$ cat src/verilog/cpri_rx_pkg.sv
// CPRI uplink receive buffer shared definitions
// Frame geometry, uplink slot rule constants and the
// two decodings of a 64-bit burst word
package cpri_rx_pkg;

    // ------------------------------------------------------------
    // Word and buffer geometry
    // ------------------------------------------------------------
    localparam int unsigned WORD_W       = 64;
    localparam int unsigned SYMBOL_WORDS = 3168;
    localparam int unsigned ADDR_W       = 12;

    // Read side chip grouping, 33 chips per symbol
    localparam int unsigned CHIP_WORDS   = 96;
    localparam int unsigned CHIP_W       = 7;

    // ------------------------------------------------------------
    // Header fields and uplink slot rule
    // ------------------------------------------------------------
    localparam int unsigned SLOT_W        = 7;
    localparam int unsigned SYMB_W        = 4;
    localparam int unsigned UPLINK_PERIOD = 5;
    localparam int unsigned UPLINK_PHASE  = 4;
    localparam int unsigned SLOT_LIMIT    = 80;

    // Word positions holding the AGC values
    localparam int unsigned AGC_EVEN_ADDR = 4;
    localparam int unsigned AGC_ODD_ADDR  = 1636;

    // ------------------------------------------------------------
    // Burst word views
    // ------------------------------------------------------------
    // Header word, first word of every burst
    typedef struct packed {
        logic [WORD_W-SLOT_W-SYMB_W-9:0] rsvd_hi;
        logic [SLOT_W-1:0]               slot;
        logic [SYMB_W-1:0]               symb;
        logic [7:0]                      rsvd_lo;
    } burst_hdr_t;

    // Sample word, AGC rides in the upper half
    typedef struct packed {
        logic [WORD_W/2-1:0] agc;
        logic [WORD_W/2-1:0] sample;
    } burst_smp_t;

    typedef union packed {
        burst_hdr_t hdr;
        burst_smp_t smp;
    } burst_word_u;

endpackage

$ cat src/verilog/uplink_symbol_writer.sv
// Uplink symbol writer
// Finds the header word of each burst, keeps the burst only for
// uplink slots while the symbol buffer is empty, and turns the
// kept words into buffer write strobes, addresses and a done pulse
`timescale 1ns/1ns

module uplink_symbol_writer (
    input  logic                               i_clk,
    input  logic                               i_reset,
    input  cpri_rx_pkg::burst_word_u           i_rx_data,
    input  logic                               i_rvalid,
    input  logic                               i_buf_full,
    output logic                               o_wr_en,
    output logic [cpri_rx_pkg::ADDR_W-1:0]     o_wr_addr,
    output logic [cpri_rx_pkg::WORD_W-1:0]     o_wr_data,
    output logic                               o_wr_done
);

    logic                           rvalid_q;
    logic                           hdr_cycle;
    logic [cpri_rx_pkg::SLOT_W-1:0] hdr_slot;
    logic                           slot_uplink;
    logic                           burst_keep;
    logic                           keep;
    logic [cpri_rx_pkg::ADDR_W-1:0] word_idx;
    logic                           word_last;

    // ------------------------------------------------------------
    // Header detection and slot filter
    // ------------------------------------------------------------
    // Header is the first valid cycle after a gap
    assign hdr_cycle = i_rvalid & ~rvalid_q;
    assign hdr_slot  = i_rx_data.hdr.slot;

    // Uplink slots are 4, 9, 14 ... 79
    assign slot_uplink = (hdr_slot < cpri_rx_pkg::SLOT_LIMIT) &&
                         ((hdr_slot % cpri_rx_pkg::UPLINK_PERIOD) ==
                          cpri_rx_pkg::UPLINK_PHASE);

    // Decision is taken once on the header, then held for the burst
    assign keep = hdr_cycle ? (slot_uplink & ~i_buf_full) : burst_keep;

    // Index of the arriving word within its burst
    assign word_idx  = hdr_cycle ? '0 : o_wr_addr + 1'b1;
    assign word_last = (word_idx == cpri_rx_pkg::ADDR_W'(cpri_rx_pkg::SYMBOL_WORDS - 1));

    always_ff @(posedge i_clk) begin
        if (i_reset) begin
            rvalid_q   <= 1'b0;
            burst_keep <= 1'b0;
        end else begin
            rvalid_q   <= i_rvalid;
            burst_keep <= i_rvalid & keep;
        end
    end

    // ------------------------------------------------------------
    // Write strobes, one cycle behind arrival
    // ------------------------------------------------------------
    always_ff @(posedge i_clk) begin
        if (i_reset) begin
            o_wr_en   <= 1'b0;
            o_wr_done <= 1'b0;
            o_wr_addr <= '0;
        end else begin
            o_wr_en   <= i_rvalid & keep;
            o_wr_done <= i_rvalid & keep & word_last;
            if (i_rvalid) begin
                o_wr_addr <= word_idx;
            end
        end
    end

    // Payload follows the strobe
    always_ff @(posedge i_clk) begin
        o_wr_data <= i_rx_data;
    end

endmodule

$ cat config.mk
export PLATFORM = sky130hd
export DESIGN_NAME = uplink_symbol_writer
export DESIGN_NICKNAME = d
export VERILOG_FILES = /design/src/verilog/cpri_rx_pkg.sv /design/src/verilog/uplink_symbol_writer.sv
export SDC_FILE = /design/constraint.sdc
export NUM_CORES = 1
export LEC_CHECK = 0
export ABC_AREA = 1
export BUFFER_PORTS_ARGS = -buffer_cell sky130_fd_sc_hd__buf_2
export CAP_MARGIN = 10
export CORE_MARGIN = 4
export CORE_UTILIZATION = 50
export DETAILED_ROUTE_END_ITERATION = 16
export PLACE_DENSITY = 0.84
export SYNTH_ARGS = -nofsm -noshare
export SYNTH_HDL_FRONTEND = slang
export SYNTH_SLANG_ARGS = --single-unit
$ cat constraint.sdc
create_clock -name i_clk -period 7 [get_ports i_clk]
set_input_delay 0.35 -clock i_clk [delete_from_list [all_inputs] [get_ports i_clk]]
set_output_delay 0.35 -clock i_clk [all_outputs]
set_load 0.02 [all_outputs]
## Word-level counts from Yosys, hierarchy flattened

Cells that the tools add are included.
W data, S select, Z words.

| cells by class | value |
|---|---|
| reductions and logical operators | 1 |
| order comparisons | 1 |
| multiplexer cells | 2 |
| bitwise gates (word level) | 6 |
| add/sub/neg operators | 1 |
| div/mod/pow operators | 1 |
| equality and inequality tests | 2 |

Operators by type and width:

| cell | count |
|---|---|
| $eq A32 B3 Y1 const B | 1 |
| $mod A7 B3 Y32 const B | 1 |
| $add A12 B1 Y12 const B | 1 |
| $eq A12 B12 Y1 const B | 1 |
| $mux W12 | 1 |
| $lt A7 B7 Y1 const B | 1 |
| $and A1 B1 Y1 | 4 |
| $not A1 Y1 | 2 |
| $logic_and A1 B1 Y1 | 1 |
| $mux W1 | 1 |

| word-level totals | value |
|---|---|
| word-level logic and storage cells | 19 |
| bits in registers | 79 |
| input bits | 68 |

## Depth between registers and ports, before layout

| logic depth | value |
|---|---|
| depth in word-level cells | 7 |
| depth in mapped cells | 35 |
| depth with buffers taken out | 35 |

## Least setup slack after synthesis

OpenSTA, ideal clock, no wires.

| timing | value |
|---|---|
| path type | in2reg |
| start | input i_rx_data[16] (netlist bit) |
| end | register o_wr_done |
| setup slack | 3.342 ns |
| cell stages on the path | 33 |
| setup time | 0.062 ns |
| buffers on the path | 0 |
| data arrival time | 3.596 ns |
| path through | inv_2 nand2_4 ha_1 inv_1 nand2_2 nand2_4 nand2_1 nand3_1 nand2_2 nor2_8 nand4_1 nand2_2 inv_1 ha_1 nand3_1 nand3_4 nor2_8 nand3_1 and2_1 ha_1 inv_1 nand3_1 nand2_1 nor2_4 nand3_4 nand2_1 nand2_1 nand2_1 nor2_1 nand3_1 nand2_1 nand2_2 nor2_2 |

| between the ends | value |
|---|---|
| cells in the longest elaborated chain, start to end | 7 |

RTL lines:

| item | line | source |
|---|---|---|
| from (decl) | uplink_symbol_writer.sv:10 | `input cpri_rx_pkg::burst_word_u i_rx_data,` |
| $mod A7 B3 Y32 | uplink_symbol_writer.sv:37 | `((hdr_slot % cpri_rx_pkg::UPLINK_PERIOD) ==` |
| $eq A32 B3 Y1 | uplink_symbol_writer.sv:37 |  |
| $logic_and A1 B1 Y1 * | uplink_symbol_writer.sv:36 | `assign slot_uplink = (hdr_slot < cpri_rx_pkg::SLOT_LIMIT) &&` |
| $and A1 B1 Y1 * | uplink_symbol_writer.sv:41 | `assign keep = hdr_cycle ? (slot_uplink & ~i_buf_full) : burst_keep;` |
| $mux W1 * | uplink_symbol_writer.sv:41 |  |
| $and A1 B1 Y1 * (2 in a row) | uplink_symbol_writer.sv:67 | `o_wr_done <= i_rvalid & keep & word_last;` |
| to (signal assigned) | uplink_symbol_writer.sv:67 |  |
| to (decl) | uplink_symbol_writer.sv:16 | `output logic o_wr_done` |

Every way passes the cells marked *; elsewhere a longest branch is shown, timed or not.
A chain may end at the register's enable or synchronous reset.

## Worst setup path after layout

Ends and elaborated chain as after synthesis.

==> results.ini <==
[run_status]
status=finished clean

[grt]
grt_antenna_before_repair=0
grt_pass1_wl_mm=13.3
grt_overflow_total=0
grt.total_usage_pct=22.1
grt_max_degree=16
grt_pass1_vias=2871

[cts]
numCtsBuffers=9
cts_hold_buf=0
clk_path_buf_depth=2
post_cts_buffers=0
numClockSinks=79
ctsResizeCount=0
cts_tree=done
cts_root_buf=clkbuf_8
clk_latency_ns=0.35
cts-htree-levels=3
clk_pin_slew_ns=0.09

[synth]
synth_seq_cells=79
synthSimpleGateAreaFrac_pct=32.1
muxShareOfSynthArea_pct=0
synth-seq-area-share_pct=48.9
avgSynthCellArea_um2=8.27
synth_top_family_by_area=simple AND/OR/NAND/NOR gates
synthesis.instances=391
yosysWarnings=0
synth_xor_area_share_pct=1.08
synthesis.area_um2=3230
mappedNetlistNets=465
synth_fa_ha_area_share_pct=2.32
synth-compound-area-share_pct=7.20
ys_types=35

[cells_and_area]
antenna_cells=0
final_cells=623
finish.utilization_pct=66.3
drive_gt1_share_pct=38.6
final_common_cell=buf_2
nFillCells=545
areaGrowthSynthToFinish_pct=29.6
finalNetCount=615
layout_common_cells=145 x buf_2, 83 x nand2_1, 79 x dfxtp_1, 51 x inv_1

[timing]
grt_setup_unrepaired=no
finalSetupViolCount=0
maxSlewViolCount=0
fin_crit_ns=3.81
slew_headroom_pct=72.7
fin_crit_sh_pct=54.4
setup-tns-final_ns=0
finalHoldViolCount=0
worst_pin_slew_ns=0.406
fmax_mhz=263
clock_skew_ns=0.00860

[hold_path]
hold_start=i_rx_data[8]
holdCritPathClass=in -> reg

[setup_path]
cpPeakStageDelay_ns=0.27
crit_buf_inv=6
critPathLaunchType=primary input
crit_start=i_rx_data[16]
crit_family=simple AND/OR/NAND/NOR gates
arrival_ns=4.10
crit_required_ns=7.30
cpMostUsedCell=nand2_1
cp_slowest_cell=ha_1
end_kind=flop
r2r_start=o_wr_addr[2]$_SDFFE_PP0P_
critical_path_peak_fanout=8
worstSetupPathType=in -> reg

[floorplan]
core_area_um2=6310
die_w_um=88.4
start_util_pct=51.2
rows=29
dieArea_um2=7810
die_h_um=88.4
io_pins=146

[detailed_routing]
drcViolationCount=0
num_vias=3133
wire_per_inst_um=13.9
drtIter0Drc=128
wl_mm=8.67
antenna_left=0
dr.pass1.iters=5
vias_per_cell=5.03

[placement]
io_buffers=145
place_inst=607
gp_congestion=0.917
hpwl_mm=7.08

[power]
p_per_area_nw_per_um2=270
p_leak_nw=2.22
irDropWorstVdd_uv=177

[job]
timing.max_cap.violations=0

-- stage by stage --
step | power (mW) | hold slack [ns] | setup slack, ns | instance area [um2]
2_1_floorplan | 0.747 | 0.378 | 3.34 | 3230
3_3_place_gp | 0.821 | 0.452 | 3.01 | 4010
3_5_place_dp | 0.829 | 0.454 | 2.82 | 4010
4_1_cts | 1.14 | 0.0783 | 3.20 | 4190
5_1_grt | 1.20 | 0.0716 | 2.71 | 4190
6_report | 1.13 | 0.0979 | 3.19 | 4190
-- final timing paths --
path,end,cells past startpoint,slack (ns)
min reg2reg,o_wr_addr[11]$_SDFFE_PP0P_,2,0.51
max reg2reg,o_wr_done$_SDFF_PP0_,16,4.82
max,o_wr_done$_SDFF_PP0_,36,3.19
min,o_wr_data[8]$_DFF_P_,1,0.1
-- flip-flops by register name, indices dropped and copies added, names as in the netlist --
register	flops
o_wr_en	1
o_wr_done	1
o_wr_addr	12
rvalid_q	1
o_wr_data	64
-- cell usage after synthesis --
library cell | n | area share [%]
a211oi_1 | 4 | 0.93
a21boi_0 | 1 | 0.23
a21boi_1 | 1 | 0.23
a21oi_1 | 14 | 2.2
a221oi_1 | 1 | 0.27
a31oi_1 | 1 | 0.19
and2_1 | 1 | 0.19
buf_6 | 3 | 1.0
clkbuf_1 | 3 | 0.35
clkinv_2 | 1 | 0.15
dfxtp_1 | 79 | 49
ha_1 | 6 | 2.3
inv_1 | 51 | 5.9
inv_2 | 8 | 0.93
nand2_1 | 83 | 9.6
nand2_2 | 18 | 3.5
nand2_4 | 6 | 2.1
nand3_1 | 28 | 4.3
nand3_2 | 3 | 0.93
nand3_4 | 3 | 1.6
nand3b_4 | 1 | 0.62
nand4_1 | 11 | 2.1
nor2_1 | 28 | 3.3
nor2_2 | 2 | 0.39
nor2_4 | 2 | 0.70
nor2_8 | 2 | 1.2
nor3_1 | 6 | 0.93
nor3_2 | 1 | 0.31
o211ai_1 | 1 | 0.23
o21ai_0 | 8 | 1.2
o21ai_1 | 5 | 0.77
o21ai_2 | 2 | 0.54
o22ai_1 | 2 | 0.39
or2_2 | 1 | 0.19
xor2_1 | 4 | 1.1
-- layer usage --
layer | part of all wire [%] | routed length (um) | vias to the layer above | GRT usage, %
li1 | - | - | 1544 | -
met1 | 37 | 3190 | 1433 | 23.8
met2 | 52 | 4480 | 136 | 40.7
met3 | 9.1 | 793 | 20 | 5.68
met4 | 2.4 | 209 | 0 | 9.75
met5 | 0 | 0 | - | 0
-- where the power goes --
| part | internal [mW] | switching (mW) | leakage, nW |
|---|---|---|---|
| Clock | 0.134 | 0.175 | 0.0923 |
| Combinational | 0.114 | 0.226 | 1.47 |
| Sequential | 0.472 | 0.00821 | 0.663 |
| Total | 0.720 | 0.409 | 2.22 |
-- cell type report --
class                           instances  area (um2)  area share (%)
Clock inverter                          7        55.1            1.31
Multi-Input combinational cell        246        1380            32.9
Inverter                               60         226            5.41
Timing Repair Buffer                  145         726            17.3
Clock buffer                            9         124            2.96
Tap cell                               77        96.3            2.30
Sequential cell                        79        1580            37.8
-- cells by family after synthesis --
group	count (synthesis)
fa+ha+maj	6
simple gates	196
buf+inv	66
xor+xnor	4
flops	79
compound gates	40
Power figures use the tool's default switching activity.
