**src/verilog/cpri_rx_pkg.sv**
```systemverilog
// CPRI uplink receive buffer shared definitions
// Frame geometry, uplink slot rule constants and the
// two decodings of a 64-bit burst word
package cpri_rx_pkg;

    // ------------------------------------------------------------
    // Word and buffer geometry
    // ------------------------------------------------------------
    localparam int unsigned WORD_W       = 64;
    localparam int unsigned SYMBOL_WORDS = 3168;
    localparam int unsigned ADDR_W       = 12;

    // Read side chip grouping, 33 chips per symbol
    localparam int unsigned CHIP_WORDS   = 96;
    localparam int unsigned CHIP_W       = 7;

    // ------------------------------------------------------------
    // Header fields and uplink slot rule
    // ------------------------------------------------------------
    localparam int unsigned SLOT_W        = 7;
    localparam int unsigned SYMB_W        = 4;
    localparam int unsigned UPLINK_PERIOD = 5;
    localparam int unsigned UPLINK_PHASE  = 4;
    localparam int unsigned SLOT_LIMIT    = 80;

    // Word positions holding the AGC values
    localparam int unsigned AGC_EVEN_ADDR = 4;
    localparam int unsigned AGC_ODD_ADDR  = 1636;

    // ------------------------------------------------------------
    // Burst word views
    // ------------------------------------------------------------
    // Header word, first word of every burst
    typedef struct packed {
        logic [WORD_W-SLOT_W-SYMB_W-9:0] rsvd_hi;
        logic [SLOT_W-1:0]               slot;
        logic [SYMB_W-1:0]               symb;
        logic [7:0]                      rsvd_lo;
    } burst_hdr_t;

    // Sample word, AGC rides in the upper half
    typedef struct packed {
        logic [WORD_W/2-1:0] agc;
        logic [WORD_W/2-1:0] sample;
    } burst_smp_t;

    typedef union packed {
        burst_hdr_t hdr;
        burst_smp_t smp;
    } burst_word_u;

endpackage

```
**src/verilog/chip_read_sequencer.sv**
```systemverilog
// Chip read sequencer
// Accepts consumer read strobes while a symbol is stored and
// steps through the symbol, numbering words in chips of 96
// and flagging the chip end and the final word of the symbol
`timescale 1ns/1ns

module chip_read_sequencer (
    input  logic                               i_clk,
    input  logic                               i_reset,
    input  logic                               i_rd_en,
    input  logic                               i_rready,
    input  logic                               i_buf_full,
    output logic                               o_rd_en,
    output logic [cpri_rx_pkg::ADDR_W-1:0]     o_rd_addr,
    output logic [cpri_rx_pkg::CHIP_W-1:0]     o_chip_addr,
    output logic                               o_chip_last,
    output logic                               o_rd_done
);

    localparam logic [cpri_rx_pkg::ADDR_W-1:0] LAST_ADDR =
        cpri_rx_pkg::ADDR_W'(cpri_rx_pkg::SYMBOL_WORDS - 1);
    localparam logic [cpri_rx_pkg::CHIP_W-1:0] LAST_CHIP =
        cpri_rx_pkg::CHIP_W'(cpri_rx_pkg::CHIP_WORDS - 1);

    logic rd_acc;
    logic addr_last;

    // ------------------------------------------------------------
    // Read acceptance
    // ------------------------------------------------------------
    // Nothing is read unless a whole symbol is stored
    assign rd_acc    = i_rd_en & i_rready & i_buf_full;
    assign addr_last = (o_rd_addr == LAST_ADDR);

    assign o_rd_en     = rd_acc;
    assign o_rd_done   = rd_acc & addr_last;
    assign o_chip_last = (o_chip_addr == LAST_CHIP);

    // ------------------------------------------------------------
    // Symbol and chip counters
    // ------------------------------------------------------------
    always_ff @(posedge i_clk) begin
        if (i_reset) begin
            o_rd_addr <= '0;
        end else if (rd_acc) begin
            if (addr_last) begin
                o_rd_addr <= '0;
            end else begin
                o_rd_addr <= o_rd_addr + 1'b1;
            end
        end
    end

    // Chip numbering restarts with every symbol
    always_ff @(posedge i_clk) begin
        if (i_reset) begin
            o_chip_addr <= '0;
        end else if (rd_acc) begin
            if (addr_last || o_chip_last) begin
                o_chip_addr <= '0;
            end else begin
                o_chip_addr <= o_chip_addr + 1'b1;
            end
        end
    end

endmodule

```
**config.mk**
```make
export PLATFORM = sky130hd
export DESIGN_NAME = chip_read_sequencer
export DESIGN_NICKNAME = d
export VERILOG_FILES = /design/src/verilog/cpri_rx_pkg.sv /design/src/verilog/chip_read_sequencer.sv
export SDC_FILE = /design/constraint.sdc
export NUM_CORES = 1
export LEC_CHECK = 0
export ABC_AREA = 1
export BUFFER_PORTS_ARGS = -buffer_cell sky130_fd_sc_hd__clkbuf_2
export CORE_MARGIN = 4
export CORE_UTILIZATION = 51
export CTS_CLUSTER_DIAMETER = 60
export DETAILED_ROUTE_END_ITERATION = 7
export GPL_TIMING_DRIVEN = 0
export PLACE_DENSITY = 0.88
export SLEW_MARGIN = 20
export SYNTH_ARGS = -nofsm -noshare
export SYNTH_HDL_FRONTEND = slang
export SYNTH_SLANG_ARGS = --single-unit
```
**constraint.sdc**
```tcl
create_clock -name i_clk -period 1.8 [get_ports i_clk]
set_clock_uncertainty 0.1 [all_clocks]
set_input_delay 0.18 -clock i_clk [delete_from_list [all_inputs] [get_ports i_clk]]
set_output_delay 0.18 -clock i_clk [all_outputs]
set_load 0.1 [all_outputs]
```
After elaboration in Yosys (flattened, before gate mapping) --
Cells that the tools add are included.
Word-level totals: register bits 19, bits in latches 0, bits in writable memories 0, bits in read-only memories 0, memories kept 0
Cells by class: add/sub/neg operators 2, multipliers 0, divide/modulo/power cells 0, order comparisons 0, equality and inequality tests 2, shifts and indexed selects 0, multiplexer cells 2, bitwise gates (word level) 3, reductions and logical operators 1
Operators by type and width (number):
- 12-bit by 1-bit adder with 12-bit output (second input constant) | 1
- 12-bit == test (second input constant) | 1
- 12-bit two-way mux | 1
- 7-bit by 1-bit adder with 7-bit output (second input constant) | 1
- 7-bit == test (second input constant) | 1
- 7-bit two-way mux | 1
- 1-bit bitwise AND | 3
- 1-bit logical OR | 1

Logic depth before layout (Yosys ltp) --
Gate-level depths: netlist of the first run.
word-level depth 3, mapped depth 8, gate-level depth less buffers 8

Worst setup path before layout of the first run --
Ideal clock, no wire load.
path kind register to register, start reg o_rd_addr[0] (netlist name), end reg o_chip_addr[0] (netlist name), setup time 0.118 ns, data arrival time 2.459 ns, data required time 1.582 ns, setup slack -0.878 ns, stages on the path, launching flop included 9, path buffers 0, period minus slack after synthesis 2.678 ns, cells stage by stage dfxtp_1 ha_1 nand2_1 nor2_4 nand2_4 nor2_4 nor2_4 nand2_4 nor2_1
On the way: longest elaborated chain between the ends 3
Ends and longest elaborated chain:
- start: declaration | line chip_read_sequencer.sv:14 | output logic [cpri_rx_pkg::ADDR_W-1:0] o_rd_addr,
- start signal: assignment | line chip_read_sequencer.sv:49 | o_rd_addr <= o_rd_addr + 1'b1;
- 12-bit == test | line chip_read_sequencer.sv:33 | assign addr_last = (o_rd_addr == LAST_ADDR);
- 1-bit logical OR | line chip_read_sequencer.sv:59 | if (addr_last || o_chip_last) begin
- 7-bit two-way mux | line chip_read_sequencer.sv:59
- end signal: assignment | line chip_read_sequencer.sv:62 | o_chip_addr <= o_chip_addr + 1'b1;
- end: declaration | line chip_read_sequencer.sv:15 | output logic [cpri_rx_pkg::CHIP_W-1:0] o_chip_addr,
Every way passes these cells. A chain may end at the register's enable or synchronous reset.

Final worst setup path of the first run --
start reg o_rd_addr[0] (netlist name), end out o_rd_done
On the way: longest elaborated chain between the ends 2
Ends and longest elaborated chain:
- 12-bit == test | line chip_read_sequencer.sv:33
- 1-bit bitwise AND | line chip_read_sequencer.sv:36 | assign o_rd_done = rd_acc & addr_last;
- end: declaration | line chip_read_sequencer.sv:17 | output logic o_rd_done
Every way passes these cells.

==> impl_metrics.csv, run 1 <==
group,metric,value,unit
layout,antenna_cells,0,
placed_design,dp_cells,206,
route,vias,1042,
power_and_ir_drop,total_leakage_power,0.642,nW
clock_tree,cts_sinks,19,
timing,worstMarginPinSlew,0.546,ns
power_and_ir_drop,total_power,704,uW
placed_design,dp_hpwl,1880,um
floorplanning,io_pins,27,
logic_synthesis,ys_seq_area_frac,0.358,
timing,fin_crit_sh,0.979,
logic_synthesis,yosysTopAreaCell,"dfxtp_1",
logic_synthesis,netlist_area,1060,sq um
global_routing,grt_pass1_vias,974,
timing,fmax,567,MHz
clock_tree,clk_path_buf_depth,2,
logic_synthesis,syn_area_per_cell,6.93,sq um
outcome,status,"complete, no violations",
logic_synthesis,synth-seq-cells,19,
logic_synthesis,synthDistinctLibCells,21,
route,first_iter_violations,12,
route,ant_nets,0,
clock_tree,clock_latency,0.29,ns
worst_setup_path,startpoint,"o_rd_addr[0]",
floorplanning,core,1960,sq um
hold_path,holdCritStartpoint,"i_reset",
clock_tree,clockRootBuffer,"clkbuf_4",
layout,fillers,175,
worst_setup_path,path_cells,"ha_4 -> nand2_4 -> nor2_4 -> nand2_4 -> nor2_4 -> clkbuf_16",
global_routing,gr-usage-all-layers,0.196,
layout,utilization,0.704,
worst_setup_path,crit_family,"simple AND/OR/NAND/NOR gates",
placed_design,numPortBuffers,26,
global_routing,antenna_found_initial,0,
floorplanning,die-area,2870,sq um
worst_setup_path,start_kind,"flip-flop",
logic_synthesis,synth.area.top_cells,"dfxtp_1 36%, nand2_1 12%, nor2_1 12%, nand3_1 7.1%, xor2_1 6.6%",
clock_tree,cts.clk_slew.worst_paths,0.11,ns
worst_setup_path,slowest_stage,"dfxtp_4",
worst_setup_path,crit_arrival,1.48,ns
clock_tree,hold_buffers,0,
logic_synthesis,synth-edff-count,0,
timing,finalSetupViolCount,0,
hold_path,hp-class,"input pin to flip-flop",
floorplanning,die_y,53.6,um
logic_synthesis,synth.net_count,160,
worst_setup_path,critical-path-max-stage-delay,0.38,ns
logic_synthesis,yosysWarnings,0,
timing,final_hold_viol_count,0,
logic_synthesis,async_reset_ff_frac,0,
global_routing,gr-usage-met1,0.212,
power_and_ir_drop,power.density,510,nW/um^2
power_and_ir_drop,worst_ir_drop_vdd,0.000486,V
logic_synthesis,synth_top_area_share,0.358,
floorplanning,die_w,53.6,um
floorplanning,initial_core_util,0.541,
global_routing,busiest_layer,"met2",
timing,period_minus_slack,1.76,ns
logic_synthesis,synthCells,153,
job,drv_cap,0,
timing,slew_viol_final,0,
worst_setup_path,cp.required,1.52,ns
route,viasPerCell,4.87,
layout,finalInstanceArea,1380,sq um
layout,final_cell_mix,"34 x nor2_1, 34 x nand2_1, 24 x clkbuf_2",
global_routing,grt_pass1_wl,4110,um
worst_setup_path,r2r_start,"o_rd_addr[0]",
timing,setup_slack,0.0375,ns
worst_setup_path,crit_type,"flip-flop to output port",
worst_setup_path,critPathMaxFanout,5,
route,drc,0,
global_routing,grt_max_degree,11,
route,first_pass_iters,4,
placed_design,dpl_cell_area,1290,sq um
route,drt_wl_total,2440,um
route,wl_per_cell,11.4,um
placed_design,gp_congestion,0.841,
logic_synthesis,synthFlopType,"dfxtp_1",
clock_tree,numCtsBuffers,3,
layout,finish.net_count,195,
worst_setup_path,end_kind,"output port",
layout,drive_gt1_frac,0.358,
layout,fin_cells,214,
global_routing,grt_remaining_overflow,0,
clock_tree,cts_tree,"yes",
worst_setup_path,worst-path-buf-inv,1,
global_routing,use_met3,0.0249,
floorplanning,row_count,16,
global_routing,use_met2,0.384,
timing,rsz0062_at_grt,"yes",
timing,slew_headroom,0.638,
placed_design,dp_slack,0.0925,ns
clock_tree,cts-htree-levels,1,
layout,synthToLayoutAreaGrowth,30.2,%
kinds of logic (layout without fill, tap and decap cells):
group | after synthesis | count (layout) | share of synthesized area
buf+inv | 20 | 54 | 0.0778
simple gates | 96 | 96 | 0.416
fa+ha+maj | 2 | 2 | 0.0236
mux | 1 | 1 | 0.00943
xor+xnor | 9 | 9 | 0.0743
compound gates | 6 | 6 | 0.0401
flops | 19 | 19 | 0.358
flip-flops by register name, indices dropped and copies added (netlist names):
name	count
o_rd_addr	12
o_chip_addr	7
worst paths after layout:
check / end / depth (start not counted) / slack, ns
hold / removal: o_rd_addr[8] / 2 / 0.06
hold reg to reg: o_rd_addr[10] / 2 / 0.42
setup reg to reg: o_chip_addr[4] / 7 / 0.28
setup / recovery: o_rd_done / 6 / 0.04
per-stage QoR:
stage	TNS, ns	hold slack, ns
2_1_floorplan	-1.56	0.142
3_3_place_gp	0	0.358
3_5_place_dp	0	0.367
4_1_cts	-0.00678	0.0413
5_1_grt	-0.0249	0.0472
6_report	0	0.0600
worst reg2reg max path, cell delays in order (launching register included):
cell and delay (ns):
dfxtp_4 0.38, ha_4 0.14, nand2_4 0.06, nor2_4 0.18
nand2_4 0.08, buf_4 0.15, o21ai_4 0.23, nor2_1 0.09
routing by layer:
metal,vias up,share of wire
met1,479,0.44
met3,2,0.035
li1,544,-
met5,-,0
met4,0,0.0057
met2,17,0.52
repair_timing:
action | in CTS | in global routing
resized for setup | 5 | 1
setup buffers | 0 | 4
endpoints found under the setup margin | 2 | 2
gates cloned | 0 | 0
pin swaps | 1 | 4
Yosys cell counts, types with 2 or more instances:
master / count
inv_1: 18
ha_1: 2
dfxtp_1: 19
nand3_1: 15
nor2_4: 3
nand4_1: 2
nand2_1: 35
a21oi_1: 4
nor2_1: 34
nand2_4: 3
xor2_1: 8
layout make-up:
| cell class | count | area (sq um) | area share |
|---|---|---|---|
| well taps | 27 | 33.8 | 0.0245 |
| repair buffers | 30 | 190 | 0.138 |
| multi-input cells | 114 | 618 | 0.447 |
| clock buffers | 4 | 26.3 | 0.0190 |
| plain buffers | 1 | 11.3 | 0.00815 |
| flip-flops and latches | 19 | 427 | 0.309 |
| inverters | 19 | 75.1 | 0.0543 |
report_power, final:
group	leakage (nW)	total, mW	switching [mW]	internal, mW
logic	0.462	0.0743	0.0564	0.0180
clock network	0.0150	0.213	0.127	0.0861
registers	0.166	0.417	0.00436	0.412
Power figures use the tool's default switching activity.
==> inputs of run 2 (changes only) <==
Settings changed: PLACE_DENSITY 0.88 to not set, PLACE_DENSITY_LB_ADDON set to 0.15.
Clock period 1.8 ns to 2 ns, I/O delays scaled along.
==> run 2 against run 1 <==
  * Clock power fell by 10%
  * Die area did not move
  * Via count rose by 1.2%
==> impl_metrics.csv, run 2 (synthesis results as in run 1) <==
group,metric,value,unit
global_routing,grt_max_degree,12,
layout,drive_gt1_frac,0.350,
floorplanning,die_y,53.6,um
clock_tree,cts-htree-levels,1,
layout,utilization,0.674,
layout,final_cell_mix,"34 x nor2_1, 34 x nand2_1, 24 x clkbuf_2",
placed_design,dp_slack,0.261,ns
clock_tree,clk_path_buf_depth,2,
power_and_ir_drop,power.density,479,nW/um^2
route,viasPerCell,5.02,
floorplanning,die-area,2870,sq um
timing,fmax,525,MHz
route,ant_nets,0,
worst_setup_path,crit_arrival,1.60,ns
timing,period_minus_slack,1.90,ns
global_routing,busiest_layer,"met2",
route,drc,0,
clock_tree,clockRootBuffer,"clkbuf_4",
timing,worstMarginPinSlew,0.543,ns
floorplanning,io_pins,27,
layout,finish.net_count,191,
global_routing,use_met2,0.341,
worst_setup_path,reg2regPathDepth,6,
floorplanning,initial_core_util,0.541,
global_routing,use_met3,0.0332,
placed_design,numPortBuffers,26,
global_routing,antenna_found_initial,0,
timing,rsz0062_at_grt,"no",
job,drv_cap,0,
layout,antenna_cells,0,
power_and_ir_drop,total_leakage_power,0.617,nW
floorplanning,die_w,53.6,um
global_routing,gr-usage-all-layers,0.190,
route,drt_wl_total,2360,um
worst_setup_path,path_cells,"ha_4 -> nand2_4 -> nor2_4 -> nand2_4 -> nor2_4 -> buf_4",
layout,largest_reg_flops,12,
worst_setup_path,cp.required,1.70,ns
clock_tree,cts.clk_slew.worst_paths,0.11,ns
timing,slew_headroom,0.639,
route,first_iter_violations,24,
worst_setup_path,critical-path-max-stage-delay,0.39,ns
layout,largest_register,"o_rd_addr",
layout,synthToLayoutAreaGrowth,24.6,%
clock_tree,cts_sinks,19,
layout,fillers,195,
floorplanning,row_count,16,
worst_setup_path,crit_type,"flip-flop to output port",
hold_path,hp-class,"input pin to flip-flop",
worst_setup_path,start_kind,"flip-flop",
route,vias,1055,
clock_tree,post_cts_buffers,0,
timing,final_hold_viol_count,0,
clock_tree,clock_latency,0.29,ns
placed_design,dpl_cell_area,1290,sq um
power_and_ir_drop,total_power,633,uW
route,first_pass_iters,4,
timing,fin_crit_sh,0.952,
clock_tree,numCtsBuffers,3,
global_routing,grt_remaining_overflow,0,
global_routing,grt_pass1_vias,1008,
timing,slew_viol_final,0,
placed_design,dp_hpwl,1840,um
layout,top_regs,"o_rd_addr x12, o_chip_addr x7",
timing,finalSetupViolCount,0,
layout,finalInstanceArea,1320,sq um
global_routing,grt_pass1_wl,4080,um
floorplanning,core,1960,sq um
power_and_ir_drop,worst_ir_drop_vdd,0.000348,V
worst_setup_path,slowest_stage,"dfxtp_4",
worst_setup_path,end_kind,"output port",
placed_design,gp_congestion,0.876,
outcome,status,"complete, no violations",
worst_setup_path,critPathMaxFanout,5,
timing,setup_slack,0.0969,ns
route,wl_per_cell,11.2,um
timing,tns,0,ns
global_routing,gr-usage-met1,0.225,
clock_tree,cts_tree,"yes",
hold_path,holdPathStages,2,
-- run 2: what timing repair did --
action,4_1_cts,5_1_grt
hold buffers,0,0
gates resized for setup,1,3
endpoints found under the setup margin,1,2
-- run 2: path summary, 6_finish.rpt --
path / from / end / slack [ns]
worst max register to register: o_rd_addr[1] / o_rd_addr[1] / 0.54
worst max-delay path: o_rd_addr[1] / o_rd_done / 0.1
worst min register to register: o_rd_addr[10] / o_rd_addr[10] / 0.41
worst min-delay path: i_reset / o_rd_addr[8] / 0.06
-- run 2: routing by layer --
metal / up-vias / share of wire
met3: 9 / 0.057
met4: 0 / 0.023
met2: 35 / 0.49
met1: 472 / 0.43
met5: - / 0
li1: 539 / -
-- run 2: power breakdown --
| group | internal (mW) | leakage [nW] | total, mW | switching, mW |
|---|---|---|---|---|
| clock network | 0.0744 | 0.0177 | 0.191 | 0.117 |
| logic | 0.0146 | 0.434 | 0.0646 | 0.0500 |
| registers | 0.373 | 0.165 | 0.377 | 0.00415 |
-- run 2: final cells by class --
| class | count | area, sq um | area share |
|---|---|---|---|
| Buffer | 1 | 11.3 | 0.00851 |
| Multi-Input combinational cell | 114 | 618 | 0.467 |
| Inverter | 19 | 75.1 | 0.0568 |
| Sequential cell | 19 | 422 | 0.319 |
| Timing Repair Buffer | 26 | 135 | 0.102 |
| Clock inverter | 1 | 5.00 | 0.00378 |
| Tap cell | 27 | 33.8 | 0.0255 |
| Clock buffer | 3 | 22.5 | 0.0170 |
-- run 2: metrics by stage --
step,instances,hold slack [ns]
2_1_floorplan,153,0.162
3_3_place_gp,206,0.359
3_5_place_dp,206,0.371
4_1_cts,210,0.0519
5_1_grt,210,0.0535
6_report,210,0.0606
-- run 2: critical path, delay by kind of cell, from the launching register on --
kind | cells | cell delay [ns]
buf+inv | 1 | 0.30
flops | 1 | 0.39
fa+ha+maj | 1 | 0.15
simple gates | 4 | 0.46
==> inputs of run 3 (changes only) <==
Settings changed: CAP_MARGIN set to 10, CELL_PAD_IN_SITES_DETAIL_PLACEMENT set to 0, CELL_PAD_IN_SITES_GLOBAL_PLACEMENT set to 1, CORE_UTILIZATION 51 to 36.
==> run 3 against run 2 <==
  * Die area is 35% higher
  * Largest cell class unchanged
  * Non-clock buffer count stayed put
  * Sequential power hardly changed
==> impl_metrics.csv, run 3 (synthesis results as in run 1) <==
group,metric,value,unit
hold_path,hold_path_end,"o_rd_addr[4]",
global_routing,grt_remaining_overflow,0,
route,ant_nets,0,
layout,largest_reg_flops,12,
layout,fillers,298,
worst_setup_path,slowest_stage,"dfxtp_4",
route,first_iter_violations,54,
worst_setup_path,path_cells,"ha_4 -> nand2_4 -> nor2_4 -> nand2_4 -> nor2_4 -> buf_6",
layout,multi_input_area,618,sq um
placed_design,numPortBuffers,26,
clock_tree,clock_latency,0.30,ns
clock_tree,cts-htree-levels,1,
floorplanning,io_pins,27,
timing,slew_headroom,0.639,
timing,fmax,539,MHz
timing,rsz0062_at_grt,"no",
worst_setup_path,crit_type,"flip-flop to output port",
timing,fin_hold_ws,0.0619,ns
worst_setup_path,r2r_start,"o_chip_addr[0]",
route,drc,0,
worst_setup_path,reg2regPathDepth,6,
worst_setup_path,r2r-end,"o_chip_addr[2]",
floorplanning,initial_core_util,0.381,
power_and_ir_drop,total_leakage_power,0.618,nW
global_routing,antenna_found_initial,0,
layout,synthToLayoutAreaGrowth,25.5,%
clock_tree,cts_tree,"yes",
clock_tree,cts.clk_slew.worst_paths,0.12,ns
floorplanning,die-area,3880,sq um
layout,layout.area.seq,422,sq um
worst_setup_path,critPathMaxFanout,5,
route,vias,1010,
route,first_pass_iters,4,
timing,period_minus_slack,1.86,ns
global_routing,gr-usage-all-layers,0.137,
timing,fin_crit_sh,0.928,
clock_tree,cts_sinks,19,
layout,antenna_cells,0,
worst_setup_path,crit_family,"simple AND/OR/NAND/NOR gates",
global_routing,grt_pass1_wl,4440,um
power_and_ir_drop,total_power,642,uW
route,wl_per_cell,11.4,um
global_routing,grt_pass1_vias,955,
timing,final_hold_viol_count,0,
placed_design,gp_congestion,0.805,
layout,largest_register,"o_rd_addr",
outcome,status,"complete, no violations",
worst_setup_path,end_kind,"output port",
floorplanning,core,2780,sq um
clock_tree,hold_buffers,0,
power_and_ir_drop,power.density,482,nW/um^2
power_and_ir_drop,worst_ir_drop_vdd,0.000515,V
placed_design,dpl_cell_area,1290,sq um
global_routing,grt_max_degree,12,
worst_setup_path,rrSetupSlack,0.58,ns
worst_setup_path,worst-path-buf-inv,1,
floorplanning,die_y,62.3,um
hold_path,holdCritStartpoint,"i_reset",
layout,finish.net_count,191,
worst_setup_path,start_kind,"flip-flop",
hold_path,holdPathStages,2,
job,drv_cap,0,
worst_setup_path,cp.required,1.70,ns
timing,slew_viol_final,0,
clock_tree,numCtsBuffers,3,
clock_tree,clockRootBuffer,"clkbuf_4",
layout,final_cell_mix,"34 x nor2_1, 34 x nand2_1, 24 x clkbuf_2",
worst_setup_path,critical-path-max-stage-delay,0.39,ns
hold_path,hp-class,"input pin to flip-flop",
timing,worstMarginPinSlew,0.543,ns
timing,finalSetupViolCount,0,
layout,top_regs,"o_rd_addr x12, o_chip_addr x7",
clock_tree,clk_path_buf_depth,2,
worst_setup_path,crit_arrival,1.56,ns
floorplanning,die_w,62.3,um
route,viasPerCell,4.72,
floorplanning,row_count,19,
placed_design,dp_hpwl,1910,um
layout,drive_gt1_frac,0.350,
layout,finalInstanceArea,1330,sq um
route,drt_wl_total,2440,um
## run 3: cell type report
cell class | instances | area share
Timing Repair Buffer | 26 | 0.104
Multi-Input combinational cell | 114 | 0.464
Clock inverter | 1 | 0.00376
Sequential cell | 19 | 0.317
Clock buffer | 3 | 0.0169
Tap cell | 31 | 0.0291
Buffer | 1 | 0.00846
Inverter | 19 | 0.0564
## run 3: worst max-delay path by stage
stage	startpoint	slack, ns	cells past startpoint	to
6_report	o_rd_addr[1]	0.14	6	o_rd_done
5_1_grt	o_chip_addr[0]	0.02	6	o_chip_last
4_1_cts	o_rd_addr[1]	0.03	6	o_rd_done
3_5_place_dp	o_rd_addr[1]	0.25	6	o_rd_done
3_3_place_gp	o_rd_addr[1]	0.27	6	o_rd_done
2_1_floorplan	o_rd_addr[1]	-0.02	8	o_chip_addr[0]
## run 3: worst reg2reg max path, cell delays in order (launching register included)
cell and delay (ns):
dfxtp_2 0.37, ha_1 0.17, nand3_1 0.11, nor2_1 0.24, nand3_1 0.17, nand2_4 0.12, nor2_1 0.04
## run 3: metal layers
metal  GRT usage  vias to the layer above  wire length (um)
met3      0.0396                        2               129
met1       0.181                      447              1060
met2       0.224                       25              1230
met5           0                        -                 0
met4      0.0239                        0                19
li1            -                      536                 -
## run 3: report_power, final
part / switching (mW) / internal (mW) / total [mW]
clock: 0.126 / 0.0745 / 0.200
combinational: 0.0501 / 0.0150 / 0.0651
sequential: 0.00404 / 0.373 / 0.377
total: 0.180 / 0.462 / 0.642
## run 3: timing repair
item                                    in CTS  in global routing
endpoints found under the setup margin       2                  2
buffers inserted                             0                  0
cloned                                       0                  0
gates resized for setup                      2                  3
## run 3: metrics by stage
step | instances | setup slack [ns] | utilization | TNS (ns)
global placement | 210 | 0.274 | 0.466 | 0
finish | 214 | 0.144 | 0.479 | 0
global route | 214 | 0.0159 | 0.479 | 0
detailed placement | 210 | 0.254 | 0.466 | 0
CTS | 214 | 0.0293 | 0.477 | 0
floorplan | 153 | -0.0173 | - | -0.0687
